**config.mk**
```make
export PLATFORM = sky130hd
export DESIGN_NAME = periph_top
export DESIGN_NICKNAME = d
export VERILOG_FILES = /design/src/periph_pkg.sv /design/src/btn_debounce.sv /design/src/wb_req_decode.sv /design/src/gpio_bank.sv /design/src/wb_resp_mux.sv /design/src/periph_top.sv
export SDC_FILE = /design/constraint.sdc
export NUM_CORES = 1
export LEC_CHECK = 0
export ABC_AREA = 1
export BUFFER_PORTS_ARGS = -buffer_cell sky130_fd_sc_hd__buf_4
export CAP_MARGIN = 40
export CELL_PAD_IN_SITES_DETAIL_PLACEMENT = 0
export CELL_PAD_IN_SITES_GLOBAL_PLACEMENT = 1
export CORE_AREA = 4 4 261 263
export DETAILED_ROUTE_END_ITERATION = 6
export DIE_AREA = 0 0 265 267
export PLACE_DENSITY = 0.7
export SYNTH_ARGS = -nofsm -noshare
export SYNTH_HDL_FRONTEND = slang
export SYNTH_SLANG_ARGS = --single-unit
export TNS_END_PERCENT = 100
```
**constraint.sdc**
```tcl
create_clock -name clk -period 9.1 [get_ports clk]
set_input_delay 1.82 -clock clk [delete_from_list [all_inputs] [get_ports clk]]
set_output_delay 1.82 -clock clk [all_outputs]
set_load 0.005 [all_outputs]
```
**src/periph_pkg.sv**
```systemverilog
// Shared types and register map of the robot-board peripheral block
// All accesses are full 32-bit words, byte lanes are not decoded
// Address bits 7:6 pick the bank and bits 4:2 the register
// Bank widths must not exceed the 32-bit data word

package periph_pkg;

   // **************************************************
   // Bus types
   // **************************************************

   typedef logic [15:0] bus_addr_t;
   typedef logic [31:0] bus_data_t;

   // Register index inside one bank
   typedef logic [2:0]  reg_idx_t;

   // Bank number, bank 3 is unmapped
   typedef logic [1:0]  bank_idx_t;

   // One request as captured from the slave port
   typedef struct packed {
      bus_addr_t adr;
      bus_data_t wdata;
      logic      we;
   } bus_req_t;

   // One-cycle access toward a single bank
   typedef struct packed {
      logic      rd;
      logic      wr;
      reg_idx_t  idx;
      bus_data_t wdata;
   } bank_access_t;

   // Request decoder FSM
   typedef enum logic [1:0] {
      ST_IDLE   = 2'd0,
      ST_ACCESS = 2'd1,
      ST_RESP   = 2'd2
   } dec_state_t;

   // **************************************************
   // Register map
   // **************************************************

   // Address fields
   localparam int ADR_IDX_LSB  = 2;
   localparam int ADR_BANK_LSB = 6;

   // REG_IN is read only, REG_EVENT is write one to clear
   localparam reg_idx_t REG_IN    = 3'd0;
   localparam reg_idx_t REG_OUT   = 3'd1;
   localparam reg_idx_t REG_OE    = 3'd2;
   localparam reg_idx_t REG_IE    = 3'd3;
   localparam reg_idx_t REG_EVENT = 3'd4;

   localparam bank_idx_t BANK_PINS = 2'd0;
   localparam bank_idx_t BANK_BTN  = 2'd1;
   localparam bank_idx_t BANK_BOT  = 2'd2;

   localparam int NUM_BANKS = 3;

endpackage

```
**src/btn_debounce.sv**
```systemverilog
// Push-button filter, one counter per button
// A new level shows after 2 sync cycles, DEBOUNCE_CYCLES stable cycles
// and one more cycle; shorter pulses are dropped
// DEBOUNCE_CYCLES must be at least 1
`timescale 1ns/1ps

module btn_debounce #(
   parameter int WIDTH           = 5,
   parameter int DEBOUNCE_CYCLES = 16
) (
   input  logic             clk,
   input  logic             i_rst_n,
   input  logic [WIDTH-1:0] i_btn,
   output logic [WIDTH-1:0] o_btn_db
);

   localparam int CW = $clog2(DEBOUNCE_CYCLES + 1);
   localparam logic [CW-1:0] CNT_MAX = CW'(DEBOUNCE_CYCLES);

   logic [WIDTH-1:0] btn_meta;
   logic [WIDTH-1:0] btn_sync;
   logic [WIDTH-1:0] btn_db_q;
   logic [CW-1:0]    cnt_q [WIDTH];

   // Two-flop synchronizer
   always_ff @(posedge clk or negedge i_rst_n) begin
      if (!i_rst_n) begin
         btn_meta <= '0;
         btn_sync <= '0;
      end else begin
         btn_meta <= i_btn;
         btn_sync <= btn_meta;
      end
   end

   // Count while the synced level differs from the filtered one
   always_ff @(posedge clk or negedge i_rst_n) begin
      if (!i_rst_n) begin
         btn_db_q <= '0;
         for (int i = 0; i < WIDTH; i++) begin
            cnt_q[i] <= '0;
         end
      end else begin
         for (int i = 0; i < WIDTH; i++) begin
            if (btn_sync[i] == btn_db_q[i]) begin
               cnt_q[i] <= '0;
            end else if (cnt_q[i] == CNT_MAX) begin
               // Difference held long enough
               btn_db_q[i] <= btn_sync[i];
               cnt_q[i]    <= '0;
            end else begin
               cnt_q[i] <= cnt_q[i] + 1'b1;
            end
         end
      end
   end

   assign o_btn_db = btn_db_q;

endmodule

```
**src/wb_req_decode.sv**
```systemverilog
// Slave port request decoder, one request in flight
// The master holds cyc, stb and data until it sees ack
// Bank strobes last exactly one cycle; bank 3 gets none but is acknowledged
`timescale 1ns/1ps

module wb_req_decode
   import periph_pkg::*;
(
   input  logic                          clk,
   input  logic                          i_rst_n,
   input  logic                          i_wb_cyc,
   input  logic                          i_wb_stb,
   input  logic                          i_wb_we,
   input  bus_addr_t                     i_wb_adr,
   input  bus_data_t                     i_wb_dat,
   output bank_access_t [NUM_BANKS-1:0]  o_access,
   output logic                          o_rsp_valid,
   output bank_idx_t                     o_rsp_bank
);

   dec_state_t             state_q;
   bus_req_t               req_q;
   bank_idx_t              req_bank;
   logic                   req_start;
   logic [NUM_BANKS-1:0]   bank_stb;
   logic [2*NUM_BANKS-1:0] acc_stb;

   assign req_start = (state_q == ST_IDLE) && i_wb_cyc && i_wb_stb;
   assign req_bank  = req_q.adr[ADR_BANK_LSB +: $bits(bank_idx_t)];

   // Fixed walk from IDLE through ACCESS and RESP back to IDLE
   always_ff @(posedge clk or negedge i_rst_n) begin
      if (!i_rst_n) begin
         state_q <= ST_IDLE;
      end else begin
         case (state_q)
            ST_IDLE:   state_q <= req_start ? ST_ACCESS : ST_IDLE;
            ST_ACCESS: state_q <= ST_RESP;
            default:   state_q <= ST_IDLE;
         endcase
      end
   end

   // Request payload
   always_ff @(posedge clk) begin
      if (req_start) begin
         req_q <= '{adr: i_wb_adr, wdata: i_wb_dat, we: i_wb_we};
      end
   end

   // Strobe only toward the addressed bank
   always_comb begin
      for (int b = 0; b < NUM_BANKS; b++) begin
         bank_stb[b]       = (state_q == ST_ACCESS) && (req_bank == bank_idx_t'(b));
         o_access[b].rd    = bank_stb[b] && !req_q.we;
         o_access[b].wr    = bank_stb[b] && req_q.we;
         o_access[b].idx   = req_q.adr[ADR_IDX_LSB +: $bits(reg_idx_t)];
         o_access[b].wdata = req_q.wdata;
         acc_stb[2*b]      = o_access[b].rd;
         acc_stb[2*b+1]    = o_access[b].wr;
      end
   end

   assign o_rsp_valid = (state_q == ST_ACCESS);
   assign o_rsp_bank  = req_bank;

   // At most one read or write strobe toward all banks together
   a_one_bank: assert property (@(posedge clk) disable iff (!i_rst_n)
      $onehot0(acc_stb));

endmodule

```
**src/gpio_bank.sv**
```systemverilog
// GPIO register bank with IN, OUT, OE, IE and EVENT registers
// Inputs pass two sync flops; a rising edge sets EVENT one cycle later
// o_irq follows the enabled events with one more cycle of delay
// WIDTH is at most 32, upper bits read zero
`timescale 1ns/1ps

module gpio_bank
   import periph_pkg::*;
#(
   parameter int WIDTH = 32
) (
   input  logic             clk,
   input  logic             i_rst_n,
   input  bank_access_t     i_access,
   input  logic [WIDTH-1:0] i_pin_in,
   output logic [WIDTH-1:0] o_pin_out,
   output logic [WIDTH-1:0] o_pin_oe,
   output bus_data_t        o_rdata,
   output logic             o_irq
);

   logic [WIDTH-1:0] in_meta;
   logic [WIDTH-1:0] in_sync;
   logic [WIDTH-1:0] in_last;
   logic [WIDTH-1:0] rise;
   logic [WIDTH-1:0] out_q;
   logic [WIDTH-1:0] oe_q;
   logic [WIDTH-1:0] ie_q;
   logic [WIDTH-1:0] event_q;
   logic [WIDTH-1:0] wr_val;
   logic [WIDTH-1:0] ev_clr;
   logic             irq_q;
   bus_data_t        rd_word;

   // **************************************************
   // Input synchronizer and edge detect
   // **************************************************

   always_ff @(posedge clk or negedge i_rst_n) begin
      if (!i_rst_n) begin
         in_meta <= '0;
         in_sync <= '0;
         in_last <= '0;
      end else begin
         in_meta <= i_pin_in;
         in_sync <= in_meta;
         in_last <= in_sync;
      end
   end

   assign rise = in_sync & ~in_last;

   // **************************************************
   // Control registers
   // **************************************************

   assign wr_val = i_access.wdata[WIDTH-1:0];
   assign ev_clr = (i_access.wr && i_access.idx == REG_EVENT) ? wr_val : '0;

   always_ff @(posedge clk or negedge i_rst_n) begin
      if (!i_rst_n) begin
         out_q <= '0;
         oe_q  <= '0;
         ie_q  <= '0;
      end else if (i_access.wr) begin
         case (i_access.idx)
            REG_OUT: out_q <= wr_val;
            REG_OE:  oe_q  <= wr_val;
            REG_IE:  ie_q  <= wr_val;
            default: ;
         endcase
      end
   end

   // Set wins over a clear in the same cycle
   always_ff @(posedge clk or negedge i_rst_n) begin
      if (!i_rst_n) begin
         event_q <= '0;
         irq_q   <= 1'b0;
      end else begin
         event_q <= (event_q & ~ev_clr) | rise;
         irq_q   <= |(event_q & ie_q);
      end
   end

   // Read word, zero outside a read strobe
   always_comb begin
      rd_word = '0;
      case (i_access.idx)
         REG_IN:    rd_word[WIDTH-1:0] = in_sync;
         REG_OUT:   rd_word[WIDTH-1:0] = out_q;
         REG_OE:    rd_word[WIDTH-1:0] = oe_q;
         REG_IE:    rd_word[WIDTH-1:0] = ie_q;
         REG_EVENT: rd_word[WIDTH-1:0] = event_q;
         default:   ;
      endcase
   end

   assign o_rdata   = i_access.rd ? rd_word : '0;
   assign o_pin_out = out_q;
   assign o_pin_oe  = oe_q;
   assign o_irq     = irq_q;

   a_rd_wr_excl: assert property (@(posedge clk) disable iff (!i_rst_n)
      !(i_access.rd && i_access.wr));

endmodule

```
**src/wb_resp_mux.sv**
```systemverilog
// Response path of the slave port
// Ack and read data are registered together one cycle after rsp_valid
// Unmapped bank 3 returns zero
`timescale 1ns/1ps

module wb_resp_mux
   import periph_pkg::*;
(
   input  logic                       clk,
   input  logic                       i_rst_n,
   input  logic                       i_rsp_valid,
   input  bank_idx_t                  i_rsp_bank,
   input  bus_data_t [NUM_BANKS-1:0]  i_bank_rdata,
   output logic                       o_wb_ack,
   output bus_data_t                  o_wb_rdat
);

   logic      ack_q;
   bus_data_t rdat_q;
   bus_data_t sel_word;

   // Bank select
   always_comb begin
      if (int'(i_rsp_bank) < NUM_BANKS) begin
         sel_word = i_bank_rdata[i_rsp_bank];
      end else begin
         sel_word = '0;
      end
   end

   always_ff @(posedge clk or negedge i_rst_n) begin
      if (!i_rst_n) begin
         ack_q <= 1'b0;
      end else begin
         ack_q <= i_rsp_valid;
      end
   end

   // Read data captured with the ack
   always_ff @(posedge clk) begin
      if (i_rsp_valid) begin
         rdat_q <= sel_word;
      end
   end

   assign o_wb_ack  = ack_q;
   assign o_wb_rdat = rdat_q;

   // One request in flight, so no back-to-back acks
   a_ack_single: assert property (@(posedge clk) disable iff (!i_rst_n)
      o_wb_ack |=> !o_wb_ack);

endmodule

```
**src/periph_top.sv**
```systemverilog
// Robot-board peripheral block on a word-wide Wishbone-style slave port
// Ack comes 2 cycles after the request is sampled, no stalls
// Pins leave as separate out, enable and in vectors, pads are external
// Robot bank OUT bits 7:0 drive control, bits 15:8 drive configuration
`timescale 1ns/1ps

module periph_top
   import periph_pkg::*;
#(
   parameter int DEBOUNCE_CYCLES = 16
) (
   input  logic                 clk,
   input  logic                 i_rst_n,
   // Slave port
   input  logic                 i_wb_cyc,
   input  logic                 i_wb_stb,
   input  logic                 i_wb_we,
   input  bus_addr_t            i_wb_adr,
   input  bus_data_t            i_wb_dat,
   output logic                 o_wb_ack,
   output bus_data_t            o_wb_rdat,
   // Board pins
   input  logic [31:0]          i_pin_in,
   output logic [31:0]          o_pin_out,
   output logic [31:0]          o_pin_oe,
   // Buttons and robot link
   input  logic [4:0]           i_btn,
   input  logic [31:0]          i_bot_info,
   output logic [7:0]           o_bot_ctrl,
   output logic [7:0]           o_bot_config,
   output logic [NUM_BANKS-1:0] o_irq
);

   localparam int PIN_WIDTH = 32;
   localparam int BTN_WIDTH = 5;
   localparam int BOT_WIDTH = 32;

   bank_access_t [NUM_BANKS-1:0] access;
   bus_data_t    [NUM_BANKS-1:0] bank_rdata;
   logic                         rsp_valid;
   bank_idx_t                    rsp_bank;
   logic [BTN_WIDTH-1:0]         btn_db;
   logic [BOT_WIDTH-1:0]         bot_out;

   // **************************************************
   // Input side
   // **************************************************

   wb_req_decode u_decode (
      .clk         (clk),
      .i_rst_n     (i_rst_n),
      .i_wb_cyc    (i_wb_cyc),
      .i_wb_stb    (i_wb_stb),
      .i_wb_we     (i_wb_we),
      .i_wb_adr    (i_wb_adr),
      .i_wb_dat    (i_wb_dat),
      .o_access    (access),
      .o_rsp_valid (rsp_valid),
      .o_rsp_bank  (rsp_bank)
   );

   btn_debounce #(
      .WIDTH           (BTN_WIDTH),
      .DEBOUNCE_CYCLES (DEBOUNCE_CYCLES)
   ) u_btn_db (
      .clk      (clk),
      .i_rst_n  (i_rst_n),
      .i_btn    (i_btn),
      .o_btn_db (btn_db)
   );

   // **************************************************
   // GPIO banks
   // **************************************************

   gpio_bank #(.WIDTH(PIN_WIDTH)) u_bank_pins (
      .clk       (clk),
      .i_rst_n   (i_rst_n),
      .i_access  (access[BANK_PINS]),
      .i_pin_in  (i_pin_in),
      .o_pin_out (o_pin_out),
      .o_pin_oe  (o_pin_oe),
      .o_rdata   (bank_rdata[BANK_PINS]),
      .o_irq     (o_irq[BANK_PINS])
   );

   // Buttons are input only
   gpio_bank #(.WIDTH(BTN_WIDTH)) u_bank_btn (
      .clk       (clk),
      .i_rst_n   (i_rst_n),
      .i_access  (access[BANK_BTN]),
      .i_pin_in  (btn_db),
      .o_pin_out (),
      .o_pin_oe  (),
      .o_rdata   (bank_rdata[BANK_BTN]),
      .o_irq     (o_irq[BANK_BTN])
   );

   gpio_bank #(.WIDTH(BOT_WIDTH)) u_bank_bot (
      .clk       (clk),
      .i_rst_n   (i_rst_n),
      .i_access  (access[BANK_BOT]),
      .i_pin_in  (i_bot_info),
      .o_pin_out (bot_out),
      .o_pin_oe  (),
      .o_rdata   (bank_rdata[BANK_BOT]),
      .o_irq     (o_irq[BANK_BOT])
   );

   assign o_bot_ctrl   = bot_out[7:0];
   assign o_bot_config = bot_out[15:8];

   // **************************************************
   // Output side
   // **************************************************

   wb_resp_mux u_resp (
      .clk          (clk),
      .i_rst_n      (i_rst_n),
      .i_rsp_valid  (rsp_valid),
      .i_rsp_bank   (rsp_bank),
      .i_bank_rdata (bank_rdata),
      .o_wb_ack     (o_wb_ack),
      .o_wb_rdat    (o_wb_rdat)
   );

endmodule

```
==> results of run 1 <==
-- logic make-up after synthesis --
group	synth area share, %
AND/OR/NAND/NOR	18.9
buffers and inverters	4.66
flip-flops	66.9
adder cells (fa/ha/maj)	0.546
XOR/XNOR	0.573
multiplexers	0.245
AO/OA/AOI/OAI	8.21
-- cell usage in the layout (no fill, tap or decap) --
| cell type | synthesis | final |
|---|---|---|
| buf_6 | 0 | 3 |
| buf_12 | 0 | 4 |
| clkinvlp_4 | 0 | 1 |
| nand3_2 | 5 | 6 |
| a221oi_1 | 1 | 1 |
| o21ai_0 | 229 | 229 |
| xor2_1 | 10 | 10 |
| nor3_4 | 2 | 3 |
| nor2_2 | 1 | 1 |
| clkbuf_1 | 66 | 23 |
| mux2_2 | 5 | 5 |
| nand3_4 | 1 | 1 |
| nor3_1 | 3 | 2 |
| nand3_1 | 165 | 164 |
| o21ai_1 | 85 | 85 |
| ha_1 | 10 | 10 |
| clkinv_2 | 0 | 10 |
| nor2_4 | 1 | 3 |
| edfxtp_1 | 70 | 70 |
| nand4_1 | 46 | 46 |
| bufinv_16 | 0 | 2 |
| nor3_2 | 1 | 1 |
| inv_6 | 0 | 4 |
| dfrtp_1 | 529 | 529 |
| nand2_1 | 779 | 779 |
| inv_4 | 0 | 1 |
| clkinv_8 | 0 | 2 |
| nor2_1 | 38 | 36 |
| nand2_2 | 1 | 1 |
| buf_4 | 22 | 247 |
| inv_2 | 6 | 6 |
| o21bai_1 | 32 | 32 |
| clkbuf_16 | 0 | 71 |
| o21a_1 | 5 | 5 |
| clkbuf_8 | 0 | 10 |
| xnor2_1 | 5 | 5 |
| buf_16 | 0 | 2 |
| buf_8 | 0 | 1 |
| inv_1 | 131 | 130 |
| a21oi_1 | 5 | 5 |
-- layout make-up --
cell class                      count  area, um2  area share [%]
Timing Repair Buffer              257       2040            7.35
Clock buffer                      104       2000            7.22
Sequential cell                   599      15300            55.3
Inverter                          137        515            1.86
Clock inverter                     19        186           0.673
Tap cell                          864       1080            3.90
Multi-Input combinational cell   1430       6560            23.7
-- power breakdown --
| group | total, uW | leakage, uW | internal, uW | switching, uW |
|---|---|---|---|---|
| Sequential | 2910 | 0.00719 | 2830 | 80.7 |
| Combinational | 343 | 0.00499 | 127 | 217 |
| Clock | 2670 | 0.00107 | 1580 | 1080 |
-- Yosys cell counts, types with 26 or more instances --
library cell  instances  area [um2]
nand2_1             779        2920
dfrtp_1             529       13200
o21ai_0             229        1150
nand3_1             165         826
inv_1               131         492
o21ai_1              85         425
edfxtp_1             70        2100
clkbuf_1             66         248
nand4_1              46         288
nor2_1               38         143
o21bai_1             32         240
buf_2                26         130
-- metrics by stage --
stage,utilization (%),power (uW)
final,42.2,5920
after CTS,42.2,6010
after floorplan,-,3080
after global routing,42.2,6170
after detailed placement,38.9,3310
after global placement,38.7,3290
-- how the worst min path moves through the flow --
stage | slack, ns | end | from
finish | 0.34 | u_bank_pins.in_sync[3] | u_bank_pins.in_meta[3]
global route | 0.35 | u_bank_btn.in_sync[1] | u_bank_btn.in_meta[1]
CTS | 0.34 | u_bank_bot.in_sync[29] | u_bank_bot.in_meta[29]
detailed placement | 0.33 | u_bank_bot.in_sync[0] | u_bank_bot.in_meta[0]
global placement | 0.33 | u_bank_btn.in_sync[3] | u_bank_btn.in_meta[3]
floorplan | 0.33 | u_bank_bot.in_sync[0] | u_bank_bot.in_meta[0]
-- per-layer routing --
layer  GRT usage (%)  up-vias  share of wire (%)
li1                -     7865                  -
met1            26.5     8268                 44
met2            30.5      503                 46
met3            4.37      130                6.6
met4            6.28        0                3.0
met5               0        -                  0
==> summary.txt, run 1 <==
Status = finished, final reports clean
R2R setup slack = 5.83 ns
Async SR Flop Fraction = 88.3%
Post-synthesis sequential area ratio = 66.9%
Share of cells above drive strength 1 = 15.1%
Clock sinks = 599
CTS Buffer Depth = 3
Worst-path fanout max = 56
Post_cts resized = 0
Hold Path Class = flop to flop
Yosys warns = 0
Setup TNS = 0 ns
Worst r2r path cells = 9
Final Instance Area = 0.0277 mm2
Total CTS buffers = 68
Worst slew margin = 29.0%
Final min period = 3.27 ns
RR Endpoint = u_bank_bot.event_q[19]
TritonRoute pass-1 iters = 5
Final worst slack = 5.83 ns
Slowest stage cell, crit path = buf_4
Syn Area/Cell = 10.0 um2
Overflow after GRT = 0
Post-CTS Setup Inserts = 0
Drt wl/cell = 19.9 um
Detail Route Antenna Nets = 0
GRT Util Overall = 19.3%
Area growth syn-to-layout = 20.9%
N_diodes = 0
Most frequent CP cell = buf_4
CP Data Arrival Time = 3.75 ns
First-pass GRT wire length = 105,000 um
Die area = 0.0708 mm2
Post-synthesis cell area = 0.0229 mm2
Worst hold stages = 0
Pwr/cell area = 213 mW/mm2
Setup crit end kind = flop
Clock Latency Late Sink = 0.61 ns
Post-synth EDFFs = 70
DP Cell Count = 3,287
Largest register FFs = 35
DRC viols = 0
Cts hold-fix bufs = 0
# fillers = 6,324
R2R Path Start = u_decode.o_access[32]
Critical Path Source Type = flop
Initial DRC Count = 1,384
Crit-path max cell delay = 0.72 ns
Vias in the first global route = 17,000
Worst slew pin tran = 1.06 ns
Worst EP required = 9.58 ns
Cell variety after synth = 30
Pre-CTS setup slack = 5.56 ns
Peak Freq = 0.306 GHz
Final Skew = 0.0262 ns
Vias = 16,800
Setup crit end = u_bank_bot.event_q[19]
Initial Utilization = 34.9%
Row cnt = 94
Die Wd = 265 um
CP top delay family = buffers and inverters
Launch point of the worst path = u_decode.o_access[32]
Largest net degree at the start of global routing = 182
Dominant synthesized flop cell = dfrtp_1
Max-cap violation count = 0
I/O pins = 238
CTS clk-pin slew, worst paths = 0.06 ns
Core ar. = 0.0656 mm2
RePlAce Congestion = 0.832
WS Path Type = flop to flop
Synth Register Bits = 599
Die Height = 267 um
Mapped Nets = 2,415
Fin cells = 3,410
Leak pwr = 0.0133 uW
Crit-path cells = buf_4 -> inv_1 -> nand2_1 -> nor2_4 -> buf_4 -> nand3_1 -> buf_4 -> o21ai_0 -> nand2_1
Initial antenna violation count = 1
Via density = 4.92
HPWL after detailed placement = 43,100 um
Root Driver = clkbuf_16
Hold Fails Final Rpt = 0
Final worst-path cycle share = 35.9%
Port Buffer Count = 226
Syn Inst Count = 2,283
Min Hold Slack = 0.338 ns
Final #Nets = 2,625
H-Tree Depth = 3
Worst vdd ir = 119 uV
Detailed-route wire length = 67,800 um
Dpl cell area = 0.0255 mm2
Slew Limit Fails = 0
Critical Path Stages = 9
Buf/Inv on CP = 4
TritonCTS clock tree = built
RSZ-0062 raised after global routing = false
Setup violations, final = 0
Note: power is estimated with default switching activity, not from simulation.
==> run 2, diff against run 1 <==
- clock period: 9.1 -> 3.4 ns (I/O delays scaled with it)
==> run 2 against run 1 <==
Core utilization up 0.71 points. First-iteration DRC count is 2.2% lower. Global-route usage increased by 0.18 points. Critical path depth shrank 3. Worst setup slack got worse by 4.9 ns. Power grew to 2.7 times the previous value. Via count is essentially flat. Sequential share of layout area fell by 0.92 points. Cell count up 1.1%. Sequential cell count unchanged. Design area up 1.7%. Wire length is 0.63% higher. Largest cell class unchanged.
==> summary.txt, run 2 (synthesis results as in run 1) <==
Status = finished, final reports clean
Crit-path cells = nor2_4 -> buf_4 -> nand3_1 -> nand3_1 -> o21bai_1 -> nand3_1
First-pass GRT wire length = 106,000 um (+1.1%)
Net switching power figure = 3730 uW (+170%)
P_int = 12,400 uW (+170%)
HPWL after detailed placement = 46,000 um (+6.7%)
Share of cells above drive strength 1 = 16.4% (+1.3 points)
RePlAce Congestion = 0.827 (-0.54%)
R2R Path Start = u_decode.o_access[33]
Worst slew margin = 48.5% (+19 points)
Overflow after GRT = 0 (unchanged)
Core ar. = 0.0656 mm2 (unchanged)
Most common cell after layout, fill and taps aside = nand2_1
Slowest stage cell, crit path = nor2_4
Vias = 16,800 (+0.089%)
Final Skew = 0.0269 ns (+0.000714 ns)
CP Data Arrival Time = 2.92 ns (-0.83 ns)
Commonest cells after routing, fill and taps aside = 779 x nand2_1, 529 x dfrtp_1, 277 x buf_4
Root Driver = clkbuf_16
Critical Path Source Type = flop
Worst vdd ir = 322 uV (+170%)
Drt wl/cell = 19.8 um (-0.48%)
RSZ-0062 raised after global routing = false
Pre-CTS setup slack = 0.966 ns (-4.59 ns)
Fin cells = 3,448 (+1.1%)
Post-CTS Setup Inserts = 0 (unchanged)
TritonRoute pass-1 iters = 5 (unchanged)
Area growth syn-to-layout = 22.9%
Final #Nets = 2,659 (+1.3%)
GRT Util Overall = 19.4% (+0.18 points)
Detail Route Antenna Nets = 0 (unchanged)
Slew Limit Fails = 0 (unchanged)
Sw Ratio = 23.1% (-0.26 points)
Final worst-path cycle share = 72.2% (+36 points)
Crit-path max cell delay = 0.67 ns (-0.05 ns)
RR Endpoint = u_resp.o_wb_rdat[1]
Die area = 0.0708 mm2 (unchanged)
TritonCTS clock tree = built
Most frequent CP cell = nand3_1
H-Tree Depth = 3 (unchanged)
Initial Utilization = 34.9% (unchanged)
Worst slew pin tran = 0.772 ns (-0.292 ns)
Largest register FFs = 35 (unchanged)
Clock group share of total power = 46.0% (+1.0 points)
R2R setup slack = 0.95 ns (-4.89 ns)
Die Height = 267 um (unchanged)
Post_cts resized = 0 (unchanged)
Setup crit end kind = flop
Max-cap violation count = 0 (unchanged)
DP Cell Count = 3,322 (+1.1%)
Clock Latency Late Sink = 0.61 ns (about the same)
Pwr/cell area = 574 mW/mm2 (+170%)
Setup violations, final = 0 (unchanged)
Comb pwr share = 5.8% (about the same)
Port Buffer Count = 226 (unchanged)
WS Path Type = flop to flop
# fillers = 6,332 (+0.13%)
Hold Fails Final Rpt = 0 (unchanged)
CTS Buffer Depth = 3 (unchanged)
Overall power = 16,200 uW (+170%)
Hold Path Class = input port to asynchronous set/reset pin
Die Wd = 265 um (unchanged)
Leak pwr = 0.0135 uW (+1.9%)
I/O pins = 238 (unchanged)
Sequential share of power = 48.2% (-1.0 points)
Vias in the first global route = 17,200 (+1.3%)
Peak Freq = 0.408 GHz (+33%)
Worst EP required = 3.87 ns (-5.71 ns)
Final worst slack = 0.947 ns (-4.89 ns)
Total CTS buffers = 67 (-1.5%)
Via density = 4.87 (-1.0%)
Clock sinks = 599 (unchanged)
CTS clk-pin slew, worst paths = 0.06 ns (about the same)
Row cnt = 94 (unchanged)
Final min period = 2.45 ns (-0.812 ns)
Cts hold-fix bufs = 0 (unchanged)
Initial antenna violation count = 1 (unchanged)
Initial DRC Count = 1,354 (-2.2%)
Setup TNS = 0 ns (unchanged)
Largest net degree at the start of global routing = 76 (-58%)
Detailed-route wire length = 68,200 um (+0.63%)
Worst-path fanout max = 26 (-54%)
Worst r2r path cells = 6 (-3)
DRC viols = 0 (unchanged)
-- run 2: layout make-up --
class / instances / area, um2 / share of cell area (%)
flip-flops and latches: 599 / 15300 / 54.4
multi-input cells: 1430 / 6570 / 23.3
repair buffers: 292 / 2380 / 8.45
clock buffers: 97 / 1930 / 6.86
well taps: 864 / 1080 / 3.84
inverters: 137 / 514 / 1.82
clock inverters: 27 / 357 / 1.27
diodes: 2 / 5.00 / 0.0178
-- run 2: power by group through the flow --
stage | logic [uW] | clock network [uW] | registers [uW]
global route | 1060 | 7930 | 7830
finish | 937 | 7440 | 7800
detailed placement | 963 | 0 | 7930
global placement | 942 | 0 | 7920
floorplan | 400 | 0 | 7840
CTS | 966 | 7640 | 7800
-- run 2: worst max-delay path: cells and delay by family, from the launching register on --
| kind | cells | cell delay (ns) |
|---|---|---|
| flip-flops | 1 | 0.63 |
| AO/OA/AOI/OAI | 1 | 0.10 |
| AND/OR/NAND/NOR | 4 | 1.02 |
| buffers and inverters | 1 | 0.53 |
-- run 2: worst max path at each step --
stage / depth (start not counted) / slack (ns) / start / endpoint
finish: 6 / 0.95 / u_decode.o_access[33] / u_resp.o_wb_rdat[1]
global route: 6 / 0.76 / u_decode.o_access[34] / u_bank_pins.event_q[8]
CTS: 6 / 0.94 / u_decode.o_access[34] / u_bank_pins.event_q[29]
detailed placement: 6 / 0.97 / u_decode.o_access[34] / u_bank_pins.event_q[4]
global placement: 6 / 0.97 / u_decode.o_access[33] / u_resp.o_wb_rdat[1]
floorplan: 2 / 0.75 / i_wb_stb / u_decode.o_access[0]
-- run 2: per-stage QoR --
| stage | area [um2] | util (%) | hold WS [ns] |
|---|---|---|---|
| floorplan | 22900 | - | 0.331 |
| global placement | 25900 | 39.4 | 0.333 |
| detailed placement | 25900 | 39.4 | 0.335 |
| CTS | 28200 | 42.9 | 0.0180 |
| global route | 28200 | 42.9 | 0.0372 |
| finish | 28200 | 42.9 | 0.0158 |
-- run 2: routing by layer --
metal  share of wire [%]  track usage [%]  wire length [um]
met1                  45             27.1             30500
met3                 5.7             3.55              3880
met5                   0                0                 0
met4                 2.5             5.47              1710
met2                  47             31.4             32100
==> run 3, diff against run 2 <==
- PLACE_DENSITY: 0.7 -> 0.72
- clock period: 3.4 -> 2 ns (I/O delays scaled with it)
==> run 3 against run 2 <==
Die area did not move. Hold slack improved by 0.21 ns. Worst setup slack got worse by 0.82 ns.
==> summary.txt, run 3 (synthesis results as in run 1) <==
Status = finished, final reports clean
Busiest layer in global routing = met2
Worst EP required = 2.35 ns (-1.52 ns)
Most common cell after layout, fill and taps aside = nand2_1
RSZ-0062 raised after global routing = false
H-Tree Depth = 3 (unchanged)
First-pass GRT wire length = 106,000 um (+0.27%)
TritonRoute pass-1 iters = 5 (unchanged)
Die area = 0.0708 mm2 (unchanged)
Clock Latency Late Sink = 0.62 ns (about the same)
Critical Path Source Type = flop
TritonCTS clock tree = built
Final Instance Area = 0.0295 mm2 (+4.8%)
Max-cap violation count = 0 (unchanged)
Setup crit end kind = flop
Multi-input logic area = 0.00656 mm2 (-0.15%)
Initial Utilization = 34.9% (unchanged)
Final Skew = 0.0314 ns (+0.00451 ns)
Setup TNS = 0 ns (unchanged)
HPWL after detailed placement = 46,700 um (+1.6%)
Overflow after GRT = 0 (unchanged)
Hold Fails Final Rpt = 0 (unchanged)
DP Cell Count = 3,348 (+0.78%)
Final worst-path cycle share = 93.8% (+22 points)
Buf/Inv on CP = 3 (+2)
GR Util met2 = 30.7% (-0.70 points)
Vias = 17,400 (+4.0%)
Largest net degree at the start of global routing = 81 (+6.6%)
Peak Freq = 0.533 GHz (+31%)
Largest register FFs = 35 (unchanged)
Slew Limit Fails = 0 (unchanged)
# fillers = 6,220 (-1.8%)
Drt wl/cell = 19.3 um (-2.6%)
Core ar. = 0.0656 mm2 (unchanged)
GRT Util Overall = 19.5% (+0.066 points)
Overall power = 27,500 uW (+70%)
Hold Path Class = input port to flop
Area growth syn-to-layout = 28.8%
Port Buffer Count = 226 (unchanged)
I/O pins = 238 (unchanged)
Row cnt = 94 (unchanged)
Initial DRC Count = 1,423 (+5.1%)
Slowest stage cell, crit path = edfxtp_1
CP Data Arrival Time = 2.22 ns (-0.70 ns)
Die Height = 267 um (unchanged)
Root Driver = clkbuf_16
WS Path Type = flop to flop
Leak pwr = 0.0141 uW (+4.3%)
Worst slew pin tran = 0.530 ns (-0.242 ns)
Commonest cells after routing, fill and taps aside = 779 x nand2_1, 529 x dfrtp_1, 294 x buf_4
Final #Nets = 2,797 (+5.2%)
Setup violations, final = 0 (unchanged)
CP top delay family = buffers and inverters
Detailed-route wire length = 69,000 um (+1.2%)
Worst slew margin = 64.7% (+16 points)
Crit-path max cell delay = 0.43 ns (-0.24 ns)
Total CTS buffers = 68 (+1.5%)
Via density = 4.87 (about the same)
CTS clk-pin slew, worst paths = 0.06 ns (about the same)
Fin cells = 3,583 (+3.9%)
Worst-path fanout max = 17 (-35%)
Die Wd = 265 um (unchanged)
Initial antenna violation count = 2 (+1)
CTS Buffer Depth = 3 (unchanged)
Met1 GRT Util = 26.4% (-0.66 points)
Worst vdd ir = 553 uV (+72%)
Clock sinks = 599 (unchanged)
Final min period = 1.88 ns (-0.578 ns)
Vias in the first global route = 17,600 (+2.3%)
Register area = 0.0153 mm2 (unchanged)
Dpl cell area = 0.0262 mm2 (+1.1%)
Pwr/cell area = 932 mW/mm2 (+62%)
Detail Route Antenna Nets = 0 (unchanged)
Share of cells above drive strength 1 = 16.6% (+0.17 points)
M3 GR Usage = 4.51% (+0.96 points)
Most frequent CP cell = nand2_1
Crit-path cells = buf_6 -> nor2_4 -> nand2_2 -> inv_2 -> buf_4 -> nand2_1 -> nand2_1 -> o21ai_1 -> nand2_1
DRC viols = 0 (unchanged)
RePlAce Congestion = 0.830 (+0.34%)
## run 3: stage by stage
step	setup WS, ns	utilization (%)	hold WS (ns)
floorplan	0.177	-	0.104
global placement	0.0653	39.9	0.281
detailed placement	0.00590	39.9	0.284
CTS	0.0406	45.0	0.207
global route	0.00328	45.0	0.249
finish	0.124	45.0	0.227
## run 3: final timing paths
| check | start | end | slack (ns) | cells after the start |
|---|---|---|---|---|
| hold / removal | i_wb_cyc | u_decode.state_q[0] | 0.23 | 3 |
| hold reg to reg | u_bank_btn.in_meta[4] | u_bank_btn.in_sync[4] | 0.32 | 0 |
| setup / recovery | u_decode.o_access[34] | u_resp.o_wb_rdat[16] | 0.12 | 9 |
| min in group asynchronous | i_rst_n | u_bank_bot.in_sync[19] | 0.25 | 2 |
| max in group asynchronous | i_rst_n | u_bank_bot.in_last[14] | 0.92 | 3 |
| setup reg to reg | u_decode.o_access[34] | u_resp.o_wb_rdat[16] | 0.12 | 9 |
## run 3: routing by layer
metal / part of all wire, % / vias up / wire [um]
li1: - / 8196 / -
met1: 44 / 8551 / 30200
met3: 6.7 / 136 / 4620
met2: 46 / 564 / 31600
met4: 3.7 / 0 / 2570
met5: 0 / - / 0
## run 3: worst min-delay path, cell delays in order
cell and delay (ns):
buf_4 0.11, nand2_1 0.21, nor3_1 0.07
## run 3: where the power goes
group / switching [uW] / internal [uW]
registers: 377 / 12900
logic: 1040 / 798
clock network: 4990 / 7470
## run 3: area by class of cell
cell class / instances / area share (%)
Tap cell: 864 / 3.66
Clock inverter: 33 / 1.15
Sequential cell: 599 / 51.9
Antenna cell: 1 / 0.00847
Clock buffer: 90 / 6.42
Multi-Input combinational cell: 1430 / 22.2
Inverter: 137 / 1.76
Timing Repair Buffer: 429 / 12.9
## run 3: what timing repair did
item / CTS / global route
endpoints found under the hold margin: 194 / 0
hold buffers: 108 / 0
endpoints found under the setup margin: 2 / 47
setup buffers: 3 / 0
resized for setup: 1 / 5
cloned: 0 / 0
